--- config.mk ---
export PLATFORM = sky130hd
export DESIGN_NAME = mipsCore
export DESIGN_NICKNAME = d
export VERILOG_FILES = /design/src/rtl/isaPkg.sv /design/src/rtl/ctrlPkg.sv /design/src/rtl/ctrlIf.sv /design/src/rtl/alu.sv /design/src/rtl/regFile.sv /design/src/rtl/controller.sv /design/src/rtl/datapath.sv /design/src/rtl/mipsCore.sv
export VERILOG_INCLUDE_DIRS = /design/src /design/src/rtl
export SDC_FILE = /design/constraint.sdc
export NUM_CORES = 2
export LEC_CHECK = 0
export ABC_CLOCK_PERIOD_IN_PS = 18500
export BUFFER_PORTS_ARGS = -buffer_cell sky130_fd_sc_hd__clkbuf_2
export CAP_MARGIN = 20
export CORE_ASPECT_RATIO = 1.75
export CORE_MARGIN = 2
export CORE_UTILIZATION = 50
export DETAILED_ROUTE_END_ITERATION = 16
export PLACE_DENSITY = 0.76
export SYNTH_ARGS = -nofsm -noshare
export SYNTH_HDL_FRONTEND = slang
export SYNTH_SLANG_ARGS = --single-unit
--- constraint.sdc ---
create_clock -name clk -period 18.5 [get_ports clk]
set_clock_uncertainty 0.1 [all_clocks]
set_input_delay 2.775 -clock clk [delete_from_list [all_inputs] [get_ports clk]]
set_output_delay 2.775 -clock clk [all_outputs]
set_load 0.05 [all_outputs]
--- src/rtl/mipsCore_macros.svh ---
// MIPS core width and address constants

`ifndef MIPSCORE_MACROS_SVH
`define MIPSCORE_MACROS_SVH

// data and address path, one word
`define WORD_WIDTH 32

`define REG_ADDR_BITS 5   // 32 registers

// fetch start and sequential step
`define RESET_PC 32'h0000_0000
`define PC_STEP 32'd4

`endif

--- src/rtl/isaPkg.sv ---
// MIPS-I subset encodings

package isaPkg;

   // primary opcodes, instr[31:26]
   typedef enum logic [5:0] {
      OP_RTYPE = 6'b000000,
      OP_J     = 6'b000010,
      OP_BEQ   = 6'b000100,
      OP_BNE   = 6'b000101,
      OP_ADDI  = 6'b001000,
      OP_ANDI  = 6'b001100,
      OP_ORI   = 6'b001101,
      OP_LUI   = 6'b001111,
      OP_LW    = 6'b100011,
      OP_SW    = 6'b101011
   } opcodeT;

   typedef enum logic [5:0] {
      FN_ADD = 6'b100000,
      FN_SUB = 6'b100010,
      FN_AND = 6'b100100,
      FN_OR  = 6'b100101
   } functT;   // R-type function field

   // ---------------------------------------------------------------------
   // field positions inside the instruction word
   // ---------------------------------------------------------------------
   localparam int OPCODE_MSB = 31;
   localparam int OPCODE_LSB = 26;
   localparam int RS_MSB     = 25;
   localparam int RS_LSB     = 21;
   localparam int RT_MSB     = 20;
   localparam int RT_LSB     = 16;
   localparam int RD_MSB     = 15;
   localparam int RD_LSB     = 11;
   localparam int FUNCT_MSB  = 5;
   localparam int FUNCT_LSB  = 0;
   localparam int IMM_MSB    = 15;
   localparam int IMM_LSB    = 0;
   localparam int TARGET_MSB = 25;
   localparam int TARGET_LSB = 0;

endpackage

--- src/rtl/ctrlPkg.sv ---
// controller types

package ctrlPkg;

   typedef enum logic [3:0] {
      S_FETCH,
      S_DECODE,
      S_MEMADR,
      S_LWRD,
      S_LWWR,
      S_SWWR,
      S_RTYPEEX,
      S_ALUWR,
      S_IMMEX,
      S_BRANCHEX,
      S_JEX
   } stateT;

   typedef enum logic [2:0] {ALU_ADD, ALU_SUB, ALU_AND, ALU_OR, ALU_LUI} aluOpT;

   // second ALU operand, ZEROIMM serves andi and ori
   typedef enum logic [2:0] {
      SRCB_REG,
      SRCB_FOUR,
      SRCB_SIGNIMM,
      SRCB_BRANCHOFS,
      SRCB_ZEROIMM
   } srcBSelT;

   typedef enum logic [1:0] {PC_ALURESULT, PC_ALUOUT, PC_JUMPTARGET} pcSrcT;

   typedef enum logic {DST_RT, DST_RD} regDstT;

endpackage

--- src/rtl/ctrlIf.sv ---
// controller to datapath bundle

`timescale 1ns/1ps

interface ctrlIf;
   import isaPkg::*;
   import ctrlPkg::*;

   logic    irWrite;
   logic    pcEn;
   logic    regWrite;
   regDstT  regDst;
   logic    memToReg;   // write back from memory data register
   logic    iOrD;       // address from ALUOut instead of PC
   logic    aluSrcA;    // A register instead of PC
   srcBSelT aluSrcB;
   aluOpT   aluOp;
   pcSrcT   pcSource;

   // status back from the datapath
   opcodeT  opcode;
   functT   funct;
   logic    zero;

   modport ctrl (
      output irWrite, pcEn, regWrite, regDst, memToReg, iOrD,
      output aluSrcA, aluSrcB, aluOp, pcSource,
      input  opcode, funct, zero
   );

   modport dp (
      input  irWrite, pcEn, regWrite, regDst, memToReg, iOrD,
      input  aluSrcA, aluSrcB, aluOp, pcSource,
      output opcode, funct, zero
   );

endinterface

--- src/rtl/alu.sv ---
// ALU with zero flag

`timescale 1ns/1ps

`include "mipsCore_macros.svh"

module alu (
   input  logic [`WORD_WIDTH-1:0] a,
   input  logic [`WORD_WIDTH-1:0] b,
   input  ctrlPkg::aluOpT         op,
   output logic [`WORD_WIDTH-1:0] result,
   output logic                   zero
);
   import ctrlPkg::*;

   always_comb
   begin
      case (op)
         ALU_SUB: result = a - b;
         ALU_AND: result = a & b;
         ALU_OR:  result = a | b;
         ALU_LUI: result = {b[15:0], 16'b0};   // immediate to upper half
         default: result = a + b;
      endcase
   end

   assign zero = (result == '0);

endmodule

--- src/rtl/regFile.sv ---
// register file, two reads and one write

`timescale 1ns/1ps

`include "mipsCore_macros.svh"

module regFile (
   input  logic                      clk,
   input  logic                      reset,
   input  logic                      writeEn,
   input  logic [`REG_ADDR_BITS-1:0] readAddr1,
   input  logic [`REG_ADDR_BITS-1:0] readAddr2,
   input  logic [`REG_ADDR_BITS-1:0] writeAddr,
   input  logic [`WORD_WIDTH-1:0]    writeData,
   output logic [`WORD_WIDTH-1:0]    readData1,
   output logic [`WORD_WIDTH-1:0]    readData2
);

   logic [`WORD_WIDTH-1:0] regs [2**`REG_ADDR_BITS];

   always_ff @(posedge clk)
   begin
      if (reset)
      begin
         for (int i = 0; i < 2**`REG_ADDR_BITS; i++)
            regs[i] <= '0;
      end
      else if (writeEn && writeAddr != '0)
         regs[writeAddr] <= writeData;
   end

   // $zero reads as zero
   assign readData1 = (readAddr1 == '0) ? '0 : regs[readAddr1];
   assign readData2 = (readAddr2 == '0) ? '0 : regs[readAddr2];

endmodule

--- src/rtl/controller.sv ---
// multicycle control FSM

`timescale 1ns/1ps

module controller (
   input  logic clk,
   input  logic reset,
   input  logic wbAck,
   output logic wbCyc,
   output logic wbStb,
   output logic wbWe,
   ctrlIf.ctrl  ctrl
);
   import isaPkg::*;
   import ctrlPkg::*;

   stateT state;
   stateT nextState;
   logic  pcWrite;    // unconditional PC load
   logic  branch;     // conditional PC load
   logic  useFunct;   // ALU op comes from the funct field
   aluOpT fixedOp;

   always_ff @(posedge clk)
   begin
      if (reset)
         state <= S_FETCH;
      else
         state <= nextState;
   end

   // ----------------------------------------------------------------------
   // next state
   // ----------------------------------------------------------------------
   always_comb
   begin
      nextState = S_FETCH;
      case (state)
         S_FETCH:    nextState = wbAck ? S_DECODE : S_FETCH;
         S_DECODE:
         begin
            case (ctrl.opcode)
               OP_LW, OP_SW:                   nextState = S_MEMADR;
               OP_RTYPE:                       nextState = S_RTYPEEX;
               OP_BEQ, OP_BNE:                 nextState = S_BRANCHEX;
               OP_J:                           nextState = S_JEX;
               OP_ADDI, OP_ANDI, OP_ORI, OP_LUI: nextState = S_IMMEX;
               default:                        nextState = S_FETCH;  // unknown op skipped
            endcase
         end
         S_MEMADR:   nextState = (ctrl.opcode == OP_LW) ? S_LWRD : S_SWWR;
         S_LWRD:     nextState = wbAck ? S_LWWR : S_LWRD;
         S_SWWR:     nextState = wbAck ? S_FETCH : S_SWWR;
         S_RTYPEEX:  nextState = S_ALUWR;
         S_IMMEX:    nextState = S_ALUWR;
         default:    nextState = S_FETCH;   // LWWR, ALUWR, BRANCHEX, JEX
      endcase
   end

   // ----------------------------------------------------------------------
   // per-state controls, all idle while reset is high
   // ----------------------------------------------------------------------
   always_comb
   begin
      wbCyc         = 1'b0;
      wbStb         = 1'b0;
      wbWe          = 1'b0;
      ctrl.irWrite  = 1'b0;
      ctrl.regWrite = 1'b0;
      ctrl.regDst   = DST_RT;
      ctrl.memToReg = 1'b0;
      ctrl.iOrD     = 1'b0;
      ctrl.aluSrcA  = 1'b0;
      ctrl.aluSrcB  = SRCB_REG;
      ctrl.pcSource = PC_ALURESULT;
      pcWrite       = 1'b0;
      branch        = 1'b0;
      useFunct      = 1'b0;
      fixedOp       = ALU_ADD;
      if (!reset)
      begin
         case (state)
            S_FETCH:
            begin
               wbCyc        = 1'b1;
               wbStb        = 1'b1;
               ctrl.irWrite = wbAck;
               ctrl.aluSrcB = SRCB_FOUR;   // pc + 4
               pcWrite      = wbAck;
            end
            S_DECODE:    ctrl.aluSrcB = SRCB_BRANCHOFS;   // branch target into ALUOut
            S_MEMADR, S_LWRD, S_SWWR:
            begin
               // address recomputed each cycle so ALUOut holds while waiting
               ctrl.aluSrcA = 1'b1;
               ctrl.aluSrcB = SRCB_SIGNIMM;
               if (state != S_MEMADR)
               begin
                  wbCyc     = 1'b1;
                  wbStb     = 1'b1;
                  wbWe      = (state == S_SWWR);
                  ctrl.iOrD = 1'b1;
               end
            end
            S_LWWR:
            begin
               ctrl.regWrite = 1'b1;
               ctrl.memToReg = 1'b1;
            end
            S_RTYPEEX:
            begin
               ctrl.aluSrcA = 1'b1;
               useFunct     = 1'b1;
            end
            S_IMMEX:
            begin
               ctrl.aluSrcA = 1'b1;
               ctrl.aluSrcB = SRCB_ZEROIMM;
               case (ctrl.opcode)
                  OP_ANDI: fixedOp = ALU_AND;
                  OP_ORI:  fixedOp = ALU_OR;
                  OP_LUI:  fixedOp = ALU_LUI;
                  default: ctrl.aluSrcB = SRCB_SIGNIMM;   // addi
               endcase
            end
            S_ALUWR:
            begin
               ctrl.regWrite = 1'b1;
               ctrl.regDst   = (ctrl.opcode == OP_RTYPE) ? DST_RD : DST_RT;
            end
            S_BRANCHEX:
            begin
               ctrl.aluSrcA  = 1'b1;
               fixedOp       = ALU_SUB;   // compare rs and rt
               ctrl.pcSource = PC_ALUOUT;
               branch        = 1'b1;
            end
            S_JEX:
            begin
               ctrl.pcSource = PC_JUMPTARGET;
               pcWrite       = 1'b1;
            end
            default: ;
         endcase
      end
   end

   // R-type op from funct, otherwise the state's own op
   always_comb
   begin
      ctrl.aluOp = fixedOp;
      if (useFunct)
      begin
         case (ctrl.funct)
            FN_SUB:  ctrl.aluOp = ALU_SUB;
            FN_AND:  ctrl.aluOp = ALU_AND;
            FN_OR:   ctrl.aluOp = ALU_OR;
            default: ctrl.aluOp = ALU_ADD;
         endcase
      end
   end

   // bne takes the branch on a nonzero difference
   assign ctrl.pcEn = pcWrite |
                      (branch & ((ctrl.opcode == OP_BNE) ? ~ctrl.zero : ctrl.zero));

endmodule

--- src/rtl/datapath.sv ---
// multicycle datapath

`timescale 1ns/1ps

`include "mipsCore_macros.svh"

module datapath (
   input  logic                   clk,
   input  logic                   reset,
   input  logic [`WORD_WIDTH-1:0] wbDatR,
   output logic [`WORD_WIDTH-1:0] wbAdr,
   output logic [`WORD_WIDTH-1:0] wbDatW,
   ctrlIf.dp                      dp
);
   import isaPkg::*;
   import ctrlPkg::*;

   logic [`WORD_WIDTH-1:0]   pc;
   logic [`WORD_WIDTH-1:0]   nextPc;
   logic [`WORD_WIDTH-1:0]   instr;
   logic [`WORD_WIDTH-1:0]   mdr;
   logic [`WORD_WIDTH-1:0]   aReg;
   logic [`WORD_WIDTH-1:0]   bReg;
   logic [`WORD_WIDTH-1:0]   aluOut;
   logic [`WORD_WIDTH-1:0]   aluResult;
   logic [`WORD_WIDTH-1:0]   srcA;
   logic [`WORD_WIDTH-1:0]   srcB;
   logic [`WORD_WIDTH-1:0]   rd1;
   logic [`WORD_WIDTH-1:0]   rd2;
   logic [`WORD_WIDTH-1:0]   signImm;
   logic [`WORD_WIDTH-1:0]   zeroImm;
   logic [`WORD_WIDTH-1:0]   branchOfs;
   logic [`WORD_WIDTH-1:0]   jumpTarget;
   logic [`WORD_WIDTH-1:0]   writeData;
   logic [`REG_ADDR_BITS-1:0] writeReg;

   always_ff @(posedge clk)
   begin
      if (reset)
         pc <= `RESET_PC;
      else if (dp.pcEn)
         pc <= nextPc;
   end

   always_ff @(posedge clk)
   begin
      if (dp.irWrite)
         instr <= wbDatR;
      mdr    <= wbDatR;   // only meaningful at the ack edge of LWRD
      aReg   <= rd1;
      bReg   <= rd2;
      aluOut <= aluResult;
   end

   assign dp.opcode = opcodeT'(instr[OPCODE_MSB:OPCODE_LSB]);
   assign dp.funct  = functT'(instr[FUNCT_MSB:FUNCT_LSB]);

   // ----------------------------------------------------------------------
   // immediates and targets
   // ----------------------------------------------------------------------
   assign signImm    = {{16{instr[IMM_MSB]}}, instr[IMM_MSB:IMM_LSB]};
   assign zeroImm    = {16'b0, instr[IMM_MSB:IMM_LSB]};
   assign branchOfs  = {signImm[`WORD_WIDTH-3:0], 2'b00};
   assign jumpTarget = {pc[31:28], instr[TARGET_MSB:TARGET_LSB], 2'b00};

   assign srcA = dp.aluSrcA ? aReg : pc;

   always_comb
   begin
      case (dp.aluSrcB)
         SRCB_FOUR:      srcB = `PC_STEP;
         SRCB_SIGNIMM:   srcB = signImm;
         SRCB_BRANCHOFS: srcB = branchOfs;
         SRCB_ZEROIMM:   srcB = zeroImm;
         default:        srcB = bReg;
      endcase
   end

   always_comb
   begin
      case (dp.pcSource)
         PC_ALUOUT:     nextPc = aluOut;
         PC_JUMPTARGET: nextPc = jumpTarget;
         default:       nextPc = aluResult;
      endcase
   end

   assign writeReg  = (dp.regDst == DST_RD) ? instr[RD_MSB:RD_LSB] : instr[RT_MSB:RT_LSB];
   assign writeData = dp.memToReg ? mdr : aluOut;

   assign wbAdr  = dp.iOrD ? aluOut : pc;
   assign wbDatW = bReg;   // rt value for sw

   alu u_alu (
      .a      (srcA),
      .b      (srcB),
      .op     (dp.aluOp),
      .result (aluResult),
      .zero   (dp.zero)
   );

   regFile u_regFile (
      .clk       (clk),
      .reset     (reset),
      .writeEn   (dp.regWrite),
      .readAddr1 (instr[RS_MSB:RS_LSB]),
      .readAddr2 (instr[RT_MSB:RT_LSB]),
      .writeAddr (writeReg),
      .writeData (writeData),
      .readData1 (rd1),
      .readData2 (rd2)
   );

endmodule

--- src/rtl/mipsCore.sv ---
// multicycle MIPS core, Wishbone master

`timescale 1ns/1ps

`include "mipsCore_macros.svh"

module mipsCore (
   input  logic                   clk,
   input  logic                   reset,
   output logic                   wbCyc,
   output logic                   wbStb,
   output logic                   wbWe,
   output logic [`WORD_WIDTH-1:0] wbAdr,
   output logic [`WORD_WIDTH-1:0] wbDatW,
   input  logic [`WORD_WIDTH-1:0] wbDatR,
   input  logic                   wbAck
);

   ctrlIf u_ctrlIf ();

   // bus strobes come from the FSM
   controller u_controller (
      .clk   (clk),
      .reset (reset),
      .wbAck (wbAck),
      .wbCyc (wbCyc),
      .wbStb (wbStb),
      .wbWe  (wbWe),
      .ctrl  (u_ctrlIf.ctrl)
   );

   // address and write data from the datapath
   datapath u_datapath (
      .clk    (clk),
      .reset  (reset),
      .wbDatR (wbDatR),
      .wbAdr  (wbAdr),
      .wbDatW (wbDatW),
      .dp     (u_ctrlIf.dp)
   );

endmodule

==> impl_metrics.yaml <==
status:
  status: "finished clean"
logic_synthesis:
  ys_ff_latch: 1220
  syn_area_per_cell_um2: 13.3
  synth_edf_count: 1056
  ys_types: 102
  netlist_area_um2: 63400
  syn_inst: 4776
  ys.flop_type: "edfxtp_1"
  yosys_warnings: 0
  ys_seq_area_share_pct: 55.2
  synth-async-reset-ratio_pct: 0
timing:
  worstMarginPinSlew_ps: 1420
  layout_min_cycle_time_ps: 10510
  fin_tns_setup_ps: 0
  rsz0062_at_grt: "no"
  min_period_over_period_pct: 56.8
  hold_violations: 0
  setup-violations-final: 0
  slew_violations: 0
  relSlewSlack_pct: 5.10
  max_clock_freq_mhz: 95.1
placed_design:
  place_area_um2: 65900
  io_buffer_count: 101
  globalplace.congestion: 1.05
  place_hpwl_mm: 149
floorplan:
  dieArea_um2: 130000
  initial_core_util_pct: 50.4
  ios: 102
  die-width_um: 273
  rows: 172
  core-area_um2: 126000
  die_h_um: 475
cells_and_area:
  final_common_cell: "nor2_1"
  fillers: 9970
  area_growth_pct: 9.49
  drive_gt1_share_pct: 24.2
  final_cell_mix: "nor2_1 (1099), edfxtp_1 (1056), mux4_2 (550)"
  final_area_um2: 69400
  nets: 4780
critical_path:
  path_class: "primary input to register"
  rr_worst_depth: 26
  end_kind: "register"
  startpoint: "reset"
  startpoint_type: "primary input"
  critPathMaxFanout: 26
  critPathRequiredTime_ps: 19040
  r2r_start: "u_controller.state[1]$_SDFF_PP0_"
  worstReg2RegEnd: "u_datapath.pc[9]$_SDFFE_PP0P_"
  arrival_ps: 11050
  crit_path_end: "u_datapath.pc[9]$_SDFFE_PP0P_"
  reg2reg_slack_ps: 9230
global_routing:
  grt_first_pass_wirelength_mm: 325
  grt_max_degree: 132
  track_usage_pct: 35.6
  grt_pass1_vias: 46484
  grt_remaining_overflow: 0
  antenna_found_initial: 7
drt:
  num_vias: 45763
  ant_nets: 0
  drt-wirelength-per-cell_um: 35.8
  finalWirelength_mm: 231
  drtIter0Drc: 6471
  first_pass_iters: 8
  drc_errors: 0
  via_per_inst: 7.09
clock_network:
  clkLatencyLatePin_ps: 750
  cts_root_buf: "clkbuf_16"
  numCtsBuffers: 106
  clk_pin_slew_ps: 70
  cts_hold_buf: 0
  clock_path_buffers: 3
  tritoncts: "built"
  cts_setup_buffers: 0
  cts_sinks: 1220
  cts_resized: 0
  htree_levels: 3
power:
  leakage_uw: 0.0241
  ir_drop_mv: 0.0865
  p_per_area_nw_per_um2: 95.9
  power_uw: 6660
flow_run:
  max_cap_viol_count: 0
hold_path:
  worst_hold_path_type: "register to register"
## critical path, cell delays in order
cell,delay [ps]
buf_4,290
or3_4,240
o31ai_2,70
buf_4,230
o221ai_1,570
and4bb_1,380
nand2_1,120
nor3_1,640
nor2_1,120
xnor2_1,160
ha_1,440
nand2_1,180
a2111oi_0,970
a2111oi_2,40
buf_4,260
a41oi_1,560
xnor2_1,270
o221ai_1,330
or4_4,630
a2111oi_4,650
a41oi_4,380
nand2_4,450
mux2i_1,240
## state kept, by name, indices dropped and copies added, names as in the netlist
signal / flops
u_datapath.u_regFile.regs: 1024
u_datapath.aluOut: 32
u_datapath.pc: 32
u_datapath.instr: 32
u_datapath.aReg: 32
u_datapath.wbDatW: 32
u_datapath.mdr: 32
u_controller.state: 4
## per-layer routing
| metal | wire [um] | GRT usage (%) |
|---|---|---|
| met5 | 31 | 0 |
| met4 | 25900 | 32.6 |
| met3 | 25200 | 7.97 |
| met2 | 113000 | 59.1 |
| met1 | 66800 | 37.4 |
## how the worst min path moves through the flow
stage	startpoint	end	slack, ps	depth (start not counted)
2_1_floorplan	u_datapath.pc[12]$_SDFFE_PP0P_	u_datapath.pc[12]$_SDFFE_PP0P_	360	2
5_1_grt	u_datapath.pc[15]$_SDFFE_PP0P_	u_datapath.pc[15]$_SDFFE_PP0P_	410	2
4_1_cts	u_datapath.pc[15]$_SDFFE_PP0P_	u_datapath.pc[15]$_SDFFE_PP0P_	390	2
6_report	u_datapath.pc[10]$_SDFFE_PP0P_	u_datapath.pc[10]$_SDFFE_PP0P_	390	2
3_3_place_gp	u_datapath.pc[8]$_SDFFE_PP0P_	u_datapath.pc[8]$_SDFFE_PP0P_	370	2
3_5_place_dp	u_datapath.pc[17]$_SDFFE_PP0P_	u_datapath.pc[17]$_SDFFE_PP0P_	380	2
## cell usage after synthesis (13+ instances only)
master    number  area share, %
a211oi_1      15           0.18
a21o_1        22           0.26
a21oi_1      209            1.7
a221oi_1      16           0.22
a22oi_1       32           0.38
a31oi_1       20           0.20
buf_1         66           0.39
buf_2         20           0.16
clkbuf_1     373            2.2
dfxtp_1      164            5.2
edfxtp_1    1056             50
ha_1          35           0.69
inv_1         52           0.31
maj3_1        14           0.22
mux2_2        42           0.75
mux2i_1      176            2.8
mux4_2       550             20
nand2_1      178            1.1
nand2b_1      57           0.56
nand3_1       42           0.33
nand4_1       14           0.14
nor2_1      1102            6.5
nor2b_1       16           0.16
nor3_1        55           0.43
o211ai_1      13           0.15
o21ai_0       74           0.58
o221ai_1      66           0.91
o22ai_1       35           0.35
xnor2_1       28           0.39
xor2_1        24           0.33
## per-stage QoR
stage | util (%) | instances | worst slack [ps] | hold slack, ps
after floorplan | - | 4807 | 9430 | 356
after global placement | 52.4 | 6248 | 7730 | 368
after detailed placement | 52.4 | 6250 | 7640 | 375
after CTS | 55.1 | 6445 | 8350 | 386
after global routing | 55.2 | 6452 | 7610 | 405
final | 55.2 | 6456 | 7990 | 390
## logic make-up after synthesis
group                    share of synthesized area, %
multiplexers                                     23.1
buffers and inverters                            3.19
AO/OA/AOI/OAI                                    6.48
adder cells (fa/ha/maj)                         0.979
XOR/XNOR                                        0.718
AND/OR/NAND/NOR                                  10.3
flip-flops                                       55.2
other                                         0.00592
## power by group
group          internal (uW)  switching [uW]
Sequential              3120             119
Combinational            373             800
Clock                   1200            1050
Total                   4690            1970
## cell type report
type,count,area (um2),area share (%)
tap,1653,2070,2.98
timing repair buffer,261,1810,2.61
clock inverter,60,558,0.804
multi-input combinational,3067,26900,38.8
clock buffer,135,2830,4.08
antenna,7,17.5,0.0252
inverter,53,199,0.287
sequential,1220,35000,50.4
Power figures use the tool's default switching activity.
